$ cat config.mk
export PLATFORM = sky130hd
export DESIGN_NAME = pu_core
export DESIGN_NICKNAME = d
export VERILOG_FILES = /design/src/pu_code_pkg.sv /design/src/pu_data_pkg.sv /design/src/pu_bus_if.sv /design/src/pu_core.sv /design/src/pu_io.sv /design/src/pu_fram.sv /design/src/pu_accum.sv /design/src/pu_multiplier.sv /design/src/pu_control.sv
export SDC_FILE = /design/constraint.sdc
export NUM_CORES = 1
export LEC_CHECK = 0
export BUFFER_PORTS_ARGS = -buffer_cell sky130_fd_sc_hd__buf_2
export CAP_MARGIN = 10
export CELL_PAD_IN_SITES_DETAIL_PLACEMENT = 0
export CELL_PAD_IN_SITES_GLOBAL_PLACEMENT = 1
export CORE_MARGIN = 2
export CORE_UTILIZATION = 40
export CTS_BUF_LIST = sky130_fd_sc_hd__clkbuf_8
export CTS_CLUSTER_DIAMETER = 200
export CTS_CLUSTER_SIZE = 14
export DETAILED_ROUTE_END_ITERATION = 12
export PLACE_DENSITY = 0.6
export SYNTH_ARGS = -nofsm -noshare
export SYNTH_HDL_FRONTEND = slang
export SYNTH_SLANG_ARGS = --single-unit
$ cat constraint.sdc
create_clock -name clk -period 7.7 [get_ports clk]
set_input_delay 1.155 -clock clk [delete_from_list [all_inputs] [get_ports clk]]
set_output_delay 1.155 -clock clk [all_outputs]
set_load 0.02 [all_outputs]
$ cat src/pu_code_pkg.sv
`default_nettype none

package pu_code_pkg;

    localparam int prog_depth = 16;
    localparam int unit_count = 4;
    localparam int fram_cells = 4;

    typedef logic [$clog2(prog_depth)-1:0] pc_t;
    typedef logic [$clog2(fram_cells)-1:0] fram_addr_t;

    // ------------------------------------------------------------------
    // microcode word layout from the lsb up
    // ------------------------------------------------------------------
    localparam int code_width       = 12;
    localparam int code_wr_lsb      = 0;   // one write strobe per unit.
    localparam int code_oe_lsb      = 4;   // one output enable per unit.
    localparam int code_fram_lsb    = 8;
    localparam int code_acc_new_bit = 10;
    localparam int code_stop_bit    = 11;

    typedef logic [code_width-1:0] code_t;

    // bit positions inside the wr and oe fields.
    localparam int unit_mult  = 0;
    localparam int unit_accum = 1;
    localparam int unit_fram  = 2;
    localparam int unit_io    = 3;

    typedef enum logic {
        idle,
        run
    } ctrl_state_t;

endpackage

`default_nettype wire

$ cat src/pu_data_pkg.sv
`default_nettype none

package pu_data_pkg;

    // ------------------------------------------------------------------
    // bus word and attribute
    // ------------------------------------------------------------------
    localparam int data_width = 32;
    localparam int attr_width = 4;
    localparam int half_width = data_width / 2;

    typedef logic [data_width-1:0] data_t;
    typedef logic [attr_width-1:0] attr_t;
    typedef logic signed [half_width-1:0] half_t;

    localparam int invalid_bit = 0;  // set when the value cannot be trusted.

    // the multiplier shifts its product right by this many bits.
    localparam int scale_power = 0;

    // host input queue of the io unit.
    localparam int queue_depth = 4;

    typedef logic [$clog2(queue_depth)-1:0] queue_ptr_t;

endpackage

`default_nettype wire
$ cat src/pu_bus_if.sv
`default_nettype none

interface pu_bus_if;
    import pu_data_pkg::*;

    logic  signal_wr;
    logic  signal_oe;
    data_t data_in;   // shared bus value seen by every unit.
    attr_t attr_in;
    data_t data_out;  // zero whenever signal_oe is low.
    attr_t attr_out;

    modport ctrl (
        output signal_wr, signal_oe, data_in, attr_in,
        input  data_out, attr_out
    );

    modport pu (
        input  signal_wr, signal_oe, data_in, attr_in,
        output data_out, attr_out
    );

endinterface

`default_nettype wire

$ cat src/pu_core.sv
`default_nettype none

module pu_core (
    input  logic               clk,
    input  logic               rst,
    input  logic               prog_wr,
    input  pu_code_pkg::pc_t   prog_addr,
    input  pu_code_pkg::code_t prog_data,
    input  logic               start,
    input  logic               in_load,
    input  pu_data_pkg::data_t in_data,
    input  pu_data_pkg::attr_t in_attr,
    output logic               out_valid,
    output pu_data_pkg::data_t out_data,
    output pu_data_pkg::attr_t out_attr,
    output logic               done
);
    import pu_code_pkg::*;

    fram_addr_t fram_addr;
    logic       acc_new;

    pu_bus_if mult_bus ();
    pu_bus_if accum_bus ();
    pu_bus_if fram_bus ();
    pu_bus_if io_bus ();

    pu_control control0 (
        .clk       (clk),
        .rst       (rst),
        .prog_wr   (prog_wr),
        .prog_addr (prog_addr),
        .prog_data (prog_data),
        .start     (start),
        .done      (done),
        .fram_addr (fram_addr),
        .acc_new   (acc_new),
        .mult_bus  (mult_bus.ctrl),
        .accum_bus (accum_bus.ctrl),
        .fram_bus  (fram_bus.ctrl),
        .io_bus    (io_bus.ctrl)
    );

    pu_multiplier mult0 (
        .clk (clk),
        .rst (rst),
        .bus (mult_bus.pu)
    );

    pu_accum accum0 (
        .clk     (clk),
        .rst     (rst),
        .acc_new (acc_new),
        .bus     (accum_bus.pu)
    );

    pu_fram fram0 (
        .clk       (clk),
        .rst       (rst),
        .fram_addr (fram_addr),
        .bus       (fram_bus.pu)
    );

    pu_io io0 (
        .clk       (clk),
        .rst       (rst),
        .in_load   (in_load),
        .in_data   (in_data),
        .in_attr   (in_attr),
        .out_valid (out_valid),
        .out_data  (out_data),
        .out_attr  (out_attr),
        .bus       (io_bus.pu)
    );

endmodule

`default_nettype wire

$ cat src/pu_io.sv
`default_nettype none

module pu_io (
    input  logic                 clk,
    input  logic                 rst,
    input  logic                 in_load,
    input  pu_data_pkg::data_t   in_data,
    input  pu_data_pkg::attr_t   in_attr,
    output logic                 out_valid,
    output pu_data_pkg::data_t   out_data,
    output pu_data_pkg::attr_t   out_attr,
    pu_bus_if.pu                 bus
);
    import pu_data_pkg::*;

    data_t      q_data [queue_depth];
    attr_t      q_attr [queue_depth];
    queue_ptr_t wr_ptr;
    queue_ptr_t rd_ptr;
    logic [$clog2(queue_depth):0] count;
    logic       pop;

    assign pop = bus.signal_oe;  // a read takes the head off the queue.

    always_ff @(posedge clk) begin
        if (in_load) begin
            q_data[wr_ptr] <= in_data;
            q_attr[wr_ptr] <= in_attr;
        end
        if (bus.signal_wr) begin
            out_data <= bus.data_in;
            out_attr <= bus.attr_in;
        end
    end

    always_ff @(posedge clk) begin
        if (rst) begin
            wr_ptr    <= '0;
            rd_ptr    <= '0;
            count     <= '0;
            out_valid <= 1'b0;
        end else begin
            wr_ptr    <= wr_ptr + queue_ptr_t'(in_load);
            rd_ptr    <= rd_ptr + queue_ptr_t'(pop);
            count     <= count + in_load - pop;
            out_valid <= bus.signal_wr;
        end
    end

    assign bus.data_out = bus.signal_oe ? q_data[rd_ptr] : '0;
    assign bus.attr_out = bus.signal_oe ? q_attr[rd_ptr] : '0;

    a_no_overfill: assert property (
        @(posedge clk) disable iff (rst) in_load |-> count != queue_depth
    ) else $error("pu_io: push into a full input queue");

    a_no_underrun: assert property (
        @(posedge clk) disable iff (rst) pop |-> count != 0
    ) else $error("pu_io: io read with an empty input queue");

endmodule

`default_nettype wire

$ cat src/pu_fram.sv
`default_nettype none

module pu_fram (
    input  logic                    clk,
    input  logic                    rst,
    input  pu_code_pkg::fram_addr_t fram_addr,
    pu_bus_if.pu                    bus
);
    import pu_code_pkg::*;
    import pu_data_pkg::*;

    data_t cell_data [fram_cells];
    attr_t cell_attr [fram_cells];
    logic [fram_cells-1:0] cell_written;
    attr_t read_attr;

    always_ff @(posedge clk) begin
        if (bus.signal_wr) begin
            cell_data[fram_addr] <= bus.data_in;
            cell_attr[fram_addr] <= bus.attr_in;
        end
    end

    always_ff @(posedge clk) begin
        if (rst) begin
            cell_written <= '0;
        end else if (bus.signal_wr) begin
            cell_written[fram_addr] <= 1'b1;
        end
    end

    // a cell never written since reset reads back as invalid.
    always_comb begin
        read_attr = cell_attr[fram_addr];
        if (!cell_written[fram_addr]) begin
            read_attr              = '0;
            read_attr[invalid_bit] = 1'b1;
        end
    end

    assign bus.data_out = bus.signal_oe ? cell_data[fram_addr] : '0;
    assign bus.attr_out = bus.signal_oe ? read_attr : '0;

endmodule

`default_nettype wire

$ cat src/pu_accum.sv
`default_nettype none

module pu_accum (
    input  logic clk,
    input  logic rst,
    input  logic acc_new,
    pu_bus_if.pu bus
);
    import pu_data_pkg::*;

    data_t sum;
    logic  sum_invalid;
    data_t base;
    logic  base_invalid;
    data_t sum_next;
    logic  overflow;
    attr_t sum_attr;

    // acc_new starts from zero, so a load is an add to an empty sum.
    assign base         = acc_new ? '0 : sum;
    assign base_invalid = acc_new ? 1'b0 : sum_invalid;
    assign sum_next     = base + bus.data_in;

    // signed overflow when both operands share a sign the sum does not.
    assign overflow = (base[data_width-1] == bus.data_in[data_width-1])
                   && (sum_next[data_width-1] != base[data_width-1]);

    always_ff @(posedge clk) begin
        if (bus.signal_wr) begin
            sum <= sum_next;
        end
    end

    always_ff @(posedge clk) begin
        if (rst) begin
            sum_invalid <= 1'b0;
        end else if (bus.signal_wr) begin
            sum_invalid <= base_invalid || overflow || bus.attr_in[invalid_bit];
        end
    end

    always_comb begin
        sum_attr              = '0;
        sum_attr[invalid_bit] = sum_invalid;
    end

    assign bus.data_out = bus.signal_oe ? sum : '0;
    assign bus.attr_out = bus.signal_oe ? sum_attr : '0;

endmodule

`default_nettype wire

$ cat src/pu_multiplier.sv
`default_nettype none

module pu_multiplier (
    input  logic clk,
    input  logic rst,
    pu_bus_if.pu bus
);
    import pu_data_pkg::*;

    data_t arg [2];
    logic  arg_invalid [2];
    logic  arg_sel;       // index of the next argument to be written.
    logic  second_wr;
    logic  mult_go;
    logic  load_result;

    half_t                       op_a;
    half_t                       op_b;
    logic signed [data_width-1:0] product;
    logic signed [data_width-1:0] prod_q;
    logic                        prod_invalid;
    logic                        range_err;

    data_t result;
    logic  result_invalid;
    attr_t result_attr;

    assign second_wr = bus.signal_wr && arg_sel;

    always_ff @(posedge clk) begin
        if (bus.signal_wr) begin
            arg[arg_sel]         <= bus.data_in;
            arg_invalid[arg_sel] <= bus.attr_in[invalid_bit];
        end
    end

    always_ff @(posedge clk) begin
        if (rst) begin
            arg_sel     <= 1'b0;
            mult_go     <= 1'b0;
            load_result <= 1'b0;
        end else begin
            if (bus.signal_wr) begin
                arg_sel <= !arg_sel;
            end
            mult_go     <= second_wr;
            load_result <= mult_go;
        end
    end

    // ------------------------------------------------------------------
    // two stage pipeline that multiplies and then scales the product
    // ------------------------------------------------------------------
    assign op_a    = arg[0][half_width-1:0];
    assign op_b    = arg[1][half_width-1:0];
    assign product = op_a * op_b;

    // the upper half plus the sign bit of the low half must all agree.
    assign range_err = !((arg[0][data_width-1:half_width-1] == '0)
                      || (arg[0][data_width-1:half_width-1] == '1))
                    || !((arg[1][data_width-1:half_width-1] == '0)
                      || (arg[1][data_width-1:half_width-1] == '1));

    always_ff @(posedge clk) begin
        if (mult_go) begin
            prod_q       <= product;
            prod_invalid <= arg_invalid[0] || arg_invalid[1] || range_err;
        end
        if (load_result) begin
            result         <= data_t'(prod_q >>> scale_power);
            result_invalid <= prod_invalid;
        end
    end

    always_comb begin
        result_attr              = '0;
        result_attr[invalid_bit] = result_invalid;
    end

    assign bus.data_out = bus.signal_oe ? result : '0;
    assign bus.attr_out = bus.signal_oe ? result_attr : '0;

    a_result_not_ready: assert property (
        @(posedge clk) disable iff (rst) second_wr |=> !bus.signal_oe [*2]
    ) else $error("pu_multiplier: product read before the pipeline finished");

endmodule

`default_nettype wire

$ cat src/pu_control.sv
`default_nettype none

module pu_control (
    input  logic                   clk,
    input  logic                   rst,
    input  logic                   prog_wr,
    input  pu_code_pkg::pc_t       prog_addr,
    input  pu_code_pkg::code_t     prog_data,
    input  logic                   start,
    output logic                   done,
    output pu_code_pkg::fram_addr_t fram_addr,
    output logic                   acc_new,
    pu_bus_if.ctrl                 mult_bus,
    pu_bus_if.ctrl                 accum_bus,
    pu_bus_if.ctrl                 fram_bus,
    pu_bus_if.ctrl                 io_bus
);
    import pu_code_pkg::*;
    import pu_data_pkg::*;

    code_t       prog_mem [prog_depth];
    ctrl_state_t state;
    pc_t         pc;
    code_t       word;
    logic        running;
    logic        word_stop;
    logic [unit_count-1:0] wr_strobe;
    logic [unit_count-1:0] oe_strobe;
    data_t       bus_data;
    attr_t       bus_attr;

    always_ff @(posedge clk) begin
        if (prog_wr) begin
            prog_mem[prog_addr] <= prog_data;
        end
    end

    // ------------------------------------------------------------------
    // sequencer
    // ------------------------------------------------------------------
    assign word      = prog_mem[pc];
    assign running   = (state == run);
    assign word_stop = running && word[code_stop_bit];

    always_ff @(posedge clk) begin
        if (rst) begin
            state <= idle;
            pc    <= '0;
            done  <= 1'b0;
        end else begin
            done <= word_stop;  // one cycle after the stop word.
            case (state)
                idle: begin
                    pc <= '0;
                    if (start) begin
                        state <= run;
                    end
                end
                run: begin
                    if (word_stop) begin
                        state <= idle;
                    end else begin
                        pc <= pc + pc_t'(1);
                    end
                end
                default: state <= idle;
            endcase
        end
    end

    // ------------------------------------------------------------------
    // decode and bus
    // ------------------------------------------------------------------
    assign wr_strobe = running ? word[code_wr_lsb +: unit_count] : '0;
    assign oe_strobe = running ? word[code_oe_lsb +: unit_count] : '0;
    assign fram_addr = word[code_fram_lsb +: $bits(fram_addr_t)];
    assign acc_new   = running && word[code_acc_new_bit];

    // idle units drive zero, so the or of all outputs is the bus value.
    assign bus_data = mult_bus.data_out | accum_bus.data_out
                    | fram_bus.data_out | io_bus.data_out;
    assign bus_attr = mult_bus.attr_out | accum_bus.attr_out
                    | fram_bus.attr_out | io_bus.attr_out;

    assign mult_bus.signal_wr  = wr_strobe[unit_mult];
    assign mult_bus.signal_oe  = oe_strobe[unit_mult];
    assign mult_bus.data_in    = bus_data;
    assign mult_bus.attr_in    = bus_attr;

    assign accum_bus.signal_wr = wr_strobe[unit_accum];
    assign accum_bus.signal_oe = oe_strobe[unit_accum];
    assign accum_bus.data_in   = bus_data;
    assign accum_bus.attr_in   = bus_attr;

    assign fram_bus.signal_wr  = wr_strobe[unit_fram];
    assign fram_bus.signal_oe  = oe_strobe[unit_fram];
    assign fram_bus.data_in    = bus_data;
    assign fram_bus.attr_in    = bus_attr;

    assign io_bus.signal_wr    = wr_strobe[unit_io];
    assign io_bus.signal_oe    = oe_strobe[unit_io];
    assign io_bus.data_in      = bus_data;
    assign io_bus.attr_in      = bus_attr;

    // two sources in one word would merge on the or bus.
    a_single_source: assert property (
        @(posedge clk) disable iff (rst) running |-> $onehot0(word[code_oe_lsb +: unit_count])
    ) else $error("pu_control: more than one oe bit set at pc %0d", pc);

endmodule

`default_nettype wire

==> flow_summary.ini, run 1 <==
[critical_path]
worstSetupEndpointType = register
timing.critical_path.buf_inv = 4
worst_r2r_startpoint = mult0.arg[0][7]
critical-path-top-cell-by-count = sky130_fd_sc_hd__fa_1
reg2reg_setup_slack_ns = 0.66
crit_required_ns = 8.11
critical_path.max_stage_delay_ns = 0.66
crit_path_top_delay_cell = sky130_fd_sc_hd__edfxtp_1
reg2reg_depth = 22
path_class = register to register
startpoint_type = register
crit_path_cell_trace = and2_1 > fa_1 > inv_1 > fa_1 > fa_1 > inv_1 > fa_1 > fa_1 > inv_1 > fa_1 > inv_1 > ha_1 > and2_1 > a221o_1 > and2_1 > or3_4 > a21oi_2 > nor3_1 > or4_1 > a21o_1 > a21oi_2 > xnor2_1
worst-path-max-fanout = 16
worst_path_dominant_cell_family = adder cells
critical_path_arrival_ns = 7.45
worst_r2r_dst = mult0.prod_q[29]

[synth]
synth-compound-area-share_pct = 4.864
synth.mux.area_fraction_pct = 7.548
synth_edf_count = 680
synthesis.nets = 2968
ys_async_sr_fraction_pct = 0
post-synth-top-area-fraction_pct = 55.01
yosys_warnings = 0
yosysTopAreaCell = sky130_fd_sc_hd__edfxtp_1
netlist_area_um2 = 37120
synth.cells.most_frequent = 680 x sky130_fd_sc_hd__edfxtp_1, 309 x sky130_fd_sc_hd__inv_1, 263 x sky130_fd_sc_hd__fa_1, 213 x sky130_fd_sc_hd__nand2_1, 160 x sky130_fd_sc_hd__and2_1
syn-instance-count = 2532
synth.avg_cell_area_um2 = 14.66
synth_top_family_by_area = adder cells
post-synth-top-count-cell = sky130_fd_sc_hd__edfxtp_1
synth_adder_area_share_pct = 18.10
synth-simple-area-share_pct = 7.457
synth.area.top_cells = sky130_fd_sc_hd__edfxtp_1 55%, sky130_fd_sc_hd__fa_1 14%, sky130_fd_sc_hd__mux4_2 5.1%
seq_area_frac_synth_pct = 56.25
ys_ff_latch = 703
ys.flop_type = sky130_fd_sc_hd__edfxtp_1
synth.distinct_cells = 63
synth_xor_xnor_area_share_pct = 1.581

[die]
floorplan.core_area_um2 = 91800
top_level_ports = 95
die_extent_in_y_um = 308.6
initial_core_utilization_pct = 40.43
die_area_um2 = 95240
die_width_um = 308.6
num_rows = 111

[pwr]
int_pwr_mw = 6.851
swShare_pct = 33.87
pwr-share-comb_pct = 37.4
clockPowerShare_pct = 18.5
totalPowerFinal_mw = 10.36
powerDensity_nw_per_um2 = 257.1
irDropWorstVdd_v = 0.0002276
pwr-share-seq_pct = 44.1
total_leakage_power_nw = 15.27
switchingPower_mw = 3.509

[clock_tree]
tritoncts = built
cts-root-buf = sky130_fd_sc_hd__clkbuf_8
clk_path_buf_depth = 3
post_cts_hold_buffer_count = 0
clkSlewWorstSetupHoldPaths_ns = 0.12
postCtsSetupBuffers = 0
cts.htree.levels = 2
post_cts_resized = 0
cts-buffers-inserted = 56
worst_skew_pair.late_latency_ns = 0.73
cts.sinks = 703

[placed_design]
hpwlAfterDp_um = 65730
buffer_ports.inserted = 94
dp_cells = 3833
place_congestion = 0.8292
place_ws_ns = 0.7388

[hold_path]
hold-path-cell-count = 0
holdPathEnd = mult0.result[0]
class_of_the_tightest_hold_or_removal_check = register to register
worst_hold_startpoint = mult0.prod_q[0]

[routing]
dr_drc_count = 0
routed_wl_um = 91660
drt-pass1-iter-count = 7
dr.first_iter.drc_count = 1748
post_detailed_route_wirelength_per_cell_um = 23.32
via_count_of_the_routed_design = 20573
ant_nets = 0
routed_via_density = 5.235

[timing]
timing.final.hold_violations = 0
min_period_ns = 7.042
grt_setup_unrepaired = no
max_freq_mhz = 142.0
final_max_slew_viol_count = 0
finalSetupViolations = 0
final_cycle_share_pct = 91.45
finalSetupTns_ns = 0
slew_worst_pin_ns = 1.151
fin_skew_ns = 0.09483
final_critical_path_setup_slack_ns = 0.6584
max-slew-margin-rel_pct = 23.28

[global_route]
number_of_antenna_violations_at_the_first_check_in_global_routing = 11
grt_max_degree = 49
first_global_vias = 21865
grt_pass1_wl_um = 138900
aggregate_global_route_resource_usage_pct = 19.70
gr-total-overflow = 0

[finish]
nNetsFinal = 3084
layoutNonFillerInstCount = 3930
layout_cell_share_with_drive_strength_beyond_1_pct = 13.78
area_growth_synth_to_finish_pct = 8.566
postLayoutCoreUtil_pct = 43.89

[run]
maxCapViolCount = 0

[run_status]
status = finished, final reports clean
power by group through the flow:
stage / clock network, mW / logic [mW] / registers (mW)
floorplan: 0 / 2.86 / 4.64
global placement: 0 / 3.91 / 4.65
detailed placement: 0 / 3.94 / 4.66
CTS: 2.00 / 3.96 / 4.57
global route: 2.13 / 4.40 / 4.58
finish: 1.92 / 3.88 / 4.57
state kept, by name, summed over array words and instances (netlist names), 4 cells and up, named ones only:
signal	flops
mult0.result	32
io0.q_data	128
fram0.cell_attr	16
control0.pc	4
io0.out_data	32
fram0.cell_written	4
fram0.cell_data	128
accum0.sum	32
mult0.arg	64
io0.q_attr	16
mult0.prod_q	32
control0.prog_mem	192
io0.out_attr	4
cells by family (layout without fill, tap and decap cells):
logic type / Yosys count / after routing
multiplexers: 171 / 171
flip-flops: 703 / 703
adder cells (fa/ha/maj): 379 / 379
XOR/XNOR: 67 / 67
other: 0 / 2
buffers and inverters: 401 / 554
AND/OR/NAND/NOR: 560 / 560
AO/OA/AOI/OAI: 251 / 251
metrics by stage:
stage / hold WS, ns / cell area [um^2]
6_report: 0.3707 / 40300
5_1_grt: 0.3782 / 40290
4_1_cts: 0.3581 / 40290
3_5_place_dp: 0.4101 / 39330
3_3_place_gp: 0.4081 / 39330
2_1_floorplan: 0.4003 / 37120
worst register-to-register path: cells and delay by family, from the launching register on:
family | cells | cell delay [ns]
XOR/XNOR | 1 | 0.08
buffers and inverters | 4 | 0.19
AND/OR/NAND/NOR | 6 | 1.71
adder cells (fa/ha/maj) | 7 | 3.23
flip-flops | 1 | 0.66
AO/OA/AOI/OAI | 4 | 0.85
worst max-delay path by stage:
stage | slack (ns) | depth (start not counted) | start | endpoint
floorplan | 1.19 | 22 | mult0.arg[0][11] | mult0.prod_q[29]
global placement | 0.79 | 22 | mult0.arg[1][4] | mult0.prod_q[29]
detailed placement | 0.74 | 22 | mult0.arg[0][6] | mult0.prod_q[29]
CTS | 0.63 | 22 | mult0.arg[0][7] | mult0.prod_q[29]
global route | 0.38 | 20 | mult0.arg[1][1] | mult0.prod_q[29]
finish | 0.66 | 22 | mult0.arg[0][7] | mult0.prod_q[29]
routing by layer:
metal	up-vias	GRT usage, %	routed length (um)
li1	9199	-	-
met2	475	32.62	44540
met3	108	3.097	4719
met1	10779	27.70	40600
met5	-	0	78
met4	12	3.857	1723
placed cells by master, fill, tap and decap left out, types with 5 or more instances in the layout:
master	instances
sky130_fd_sc_hd__buf_4	55
sky130_fd_sc_hd__a211oi_1	11
sky130_fd_sc_hd__a21oi_1	55
sky130_fd_sc_hd__xnor2_1	52
sky130_fd_sc_hd__a31oi_1	8
sky130_fd_sc_hd__or3_1	5
sky130_fd_sc_hd__nand2b_1	14
sky130_fd_sc_hd__nor3_1	12
sky130_fd_sc_hd__nor2b_1	15
sky130_fd_sc_hd__nor4_1	8
sky130_fd_sc_hd__clkbuf_8	57
sky130_fd_sc_hd__dfxtp_1	19
sky130_fd_sc_hd__a22o_1	5
sky130_fd_sc_hd__nand3_1	25
sky130_fd_sc_hd__ha_1	116
sky130_fd_sc_hd__o21ai_0	16
sky130_fd_sc_hd__inv_1	344
sky130_fd_sc_hd__nor2_1	55
sky130_fd_sc_hd__mux2_2	31
sky130_fd_sc_hd__a21o_1	33
sky130_fd_sc_hd__a41oi_1	5
sky130_fd_sc_hd__nand4_1	11
sky130_fd_sc_hd__mux2i_1	56
sky130_fd_sc_hd__edfxtp_1	680
sky130_fd_sc_hd__nor2_2	12
sky130_fd_sc_hd__and2_1	158
sky130_fd_sc_hd__o21a_1	8
sky130_fd_sc_hd__o21bai_1	13
sky130_fd_sc_hd__xor2_1	15
sky130_fd_sc_hd__a222oi_1	31
sky130_fd_sc_hd__mux4_2	83
sky130_fd_sc_hd__buf_2	94
sky130_fd_sc_hd__fa_1	263
sky130_fd_sc_hd__nand2_1	213
sky130_fd_sc_hd__o211ai_1	35
layout make-up:
| class | count | area, um^2 |
|---|---|---|
| Antenna cell | 2 | 5.005 |
| Clock buffer | 57 | 784.5 |
| Clock inverter | 38 | 172.7 |
| Fill cell | 8261 | 51510 |
| Inverter | 309 | 1160 |
| Multi-Input combinational cell | 1428 | 14830 |
| Sequential cell | 703 | 20890 |
| Tap cell | 1243 | 1555 |
| Timing Repair Buffer | 150 | 903.4 |
No activity file was read; power rests on OpenSTA's default activity.
==> inputs of run 2 (changes only) <==
PLACE_DENSITY = 0.62   (was 0.6)
REMOVE_ABC_BUFFERS = 1   (was default)
clock period = 5.7 ns   (was 7.7 ns; I/O delays follow)
==> flow_summary.ini, run 2 (synthesis results as in run 1) <==
[clock_tree]
tritoncts = built
worst_skew_pair.late_latency_ns = 0.74
cts-root-buf = sky130_fd_sc_hd__clkbuf_8
clkSlewWorstSetupHoldPaths_ns = 0.14
cts.htree.levels = 2
clk_path_buf_depth = 3
cts.sinks = 703
cts-buffers-inserted = 56
post_cts_hold_buffer_count = 0

[timing]
timing.hold.ws_ns = 0.3241
final_critical_path_setup_slack_ns = -0.7223
finalSetupTns_ns = -4.799
max_freq_mhz = 155.7
grt_setup_unrepaired = yes
finalSetupViolations = 16
final_cycle_share_pct = 112.7
timing.final.hold_violations = 0
slew_worst_pin_ns = 1.104
max-slew-margin-rel_pct = 26.34
final_max_slew_viol_count = 0
fin_skew_ns = 0.07761
min_period_ns = 6.422

[global_route]
grt_use_met3_pct = 2.788
first_global_vias = 22474
gr-total-overflow = 0
grt_max_degree = 38
grt-busiest-layer = met2
number_of_antenna_violations_at_the_first_check_in_global_routing = 4
grt_pass1_wl_um = 138600
grtUsageMet2_pct = 31.37
grtUsageMet1_pct = 28.24
aggregate_global_route_resource_usage_pct = 19.45

[finish]
registers.top_by_ff_count = control0.prog_mem
largest_reg_flops = 192
nNetsFinal = 3337
layout_cell_share_with_drive_strength_beyond_1_pct = 23.73
most-common-layout-cells = 680 x sky130_fd_sc_hd__edfxtp_1, 334 x sky130_fd_sc_hd__inv_1, 273 x sky130_fd_sc_hd__buf_4
commonest_non_fill_non_tap_cell_in_the_layout = sky130_fd_sc_hd__edfxtp_1
fin_area_um2 = 42740
fill_cells = 8081
biggestRegsByFlops = control0.prog_mem: 192 flops, fram0.cell_data: 128 flops, io0.q_data: 128 flops
postLayoutCoreUtil_pct = 46.55
area_growth_synth_to_finish_pct = 15.14

[critical_path]
crit_path_cell_trace = buf_6 > nand2_1 > fa_1 > inv_1 > fa_1 > fa_1 > fa_1 > fa_1 > inv_1 > fa_1 > inv_2 > ha_4 > a21o_1 > or3_1 > or3_4 > a21oi_4 > nor3_2 > or4_1 > a21o_1 > a21oi_2 > xnor2_1
critical-path-top-cell-by-count = sky130_fd_sc_hd__fa_1
crit_required_ns = 6.13
path_class = register to register
worst-path-max-fanout = 9
worst_path_dominant_cell_family = adder cells
critical_path_arrival_ns = 6.85
worstSetupEndpointType = register
timing.critical_path.buf_inv = 4
crit_path_top_delay_cell = sky130_fd_sc_hd__fa_1
critical_path.max_stage_delay_ns = 0.58
startpoint_type = register
reg2reg_setup_slack_ns = -0.72

[routing]
via_count_of_the_routed_design = 21306
routed_wl_um = 91660
drt-pass1-iter-count = 8
ant_nets = 0
dr.first_iter.drc_count = 1718
dr_drc_count = 0
routed_via_density = 5.093
post_detailed_route_wirelength_per_cell_um = 21.91

[run_status]
status = finished with violations
violations = setup timing

[pwr]
total_leakage_power_nw = 16.62
powerDensity_nw_per_um2 = 379.7
irDropWorstVdd_v = 0.0004070

[hold_path]
class_of_the_tightest_hold_or_removal_check = input pin to register

[placed_design]
place_congestion = 0.8560
hpwlAfterDp_um = 65770
buffer_ports.inserted = 94
placedInstanceArea_um2 = 41020
place_ws_ns = -0.8751

[die]
top_level_ports = 95
initial_core_utilization_pct = 40.43
die_area_um2 = 95240
die_width_um = 308.6
die_extent_in_y_um = 308.6
num_rows = 111
floorplan.core_area_um2 = 91800

[run]
maxCapViolCount = 0
-- run 2: changes by cell type in the layout (fill, tap and decap cells not counted), moves of 14 or more --
| cell | delta |
|---|---|
| sky130_fd_sc_hd__buf_4 | +218 |
| sky130_fd_sc_hd__buf_6 | +29 |
| sky130_fd_sc_hd__fa_1 | -14 |
| sky130_fd_sc_hd__fa_2 | +14 |
-- run 2: per-layer routing --
| metal | routed length, um | vias to the layer above |
|---|---|---|
| li1 | - | 9720 |
| met1 | 42360 | 11034 |
| met2 | 43150 | 456 |
| met3 | 4587 | 92 |
| met4 | 1533 | 4 |
| met5 | 32 | - |
-- run 2: timing repair --
item	CTS	global route
gates resized for setup	76	57
endpoints found under the hold margin	0	0
pin swaps	62	56
setup buffers	24	12
endpoints found under the setup margin	22	27
-- run 2: stage by stage --
step,cells,power (mW)
after floorplan,2440,10.11
after global placement,4054,12.56
after detailed placement,4054,12.66
after CTS,4171,15.90
after global routing,4182,17.34
final,4183,16.23
-- run 2: final cells by class --
cell class | count | area, um^2 | share of cell area, %
Multi-Input combinational cell | 1428 | 15200 | 35.57
Timing Repair Buffer | 403 | 2977 | 6.965
Sequential cell | 703 | 20890 | 48.87
Clock inverter | 36 | 152.6 | 0.3572
Clock buffer | 58 | 798.3 | 1.868
Tap cell | 1243 | 1555 | 3.639
Inverter | 309 | 1160 | 2.714
Antenna cell | 3 | 7.507 | 0.01757
-- run 2: worst paths after layout --
path	to	cells past startpoint	start
max	mult0.prod_q[29]	21	mult0.arg[0][6]
min	io0.q_data[0][13]	1	in_data[13]
max reg2reg	mult0.prod_q[29]	21	mult0.arg[0][6]
min reg2reg	mult0.result[22]	0	mult0.prod_q[22]
-- run 2: power by group --
| group | internal [mW] | leakage, nW | total (mW) | switching (mW) |
|---|---|---|---|---|
| clock | 0.944 | 0.610 | 2.57 | 1.63 |
| sequential | 6.10 | 6.41 | 6.14 | 0.0471 |
| combinational | 3.78 | 9.60 | 7.51 | 3.73 |
| total | 10.8 | 16.6 | 16.2 | 5.41 |
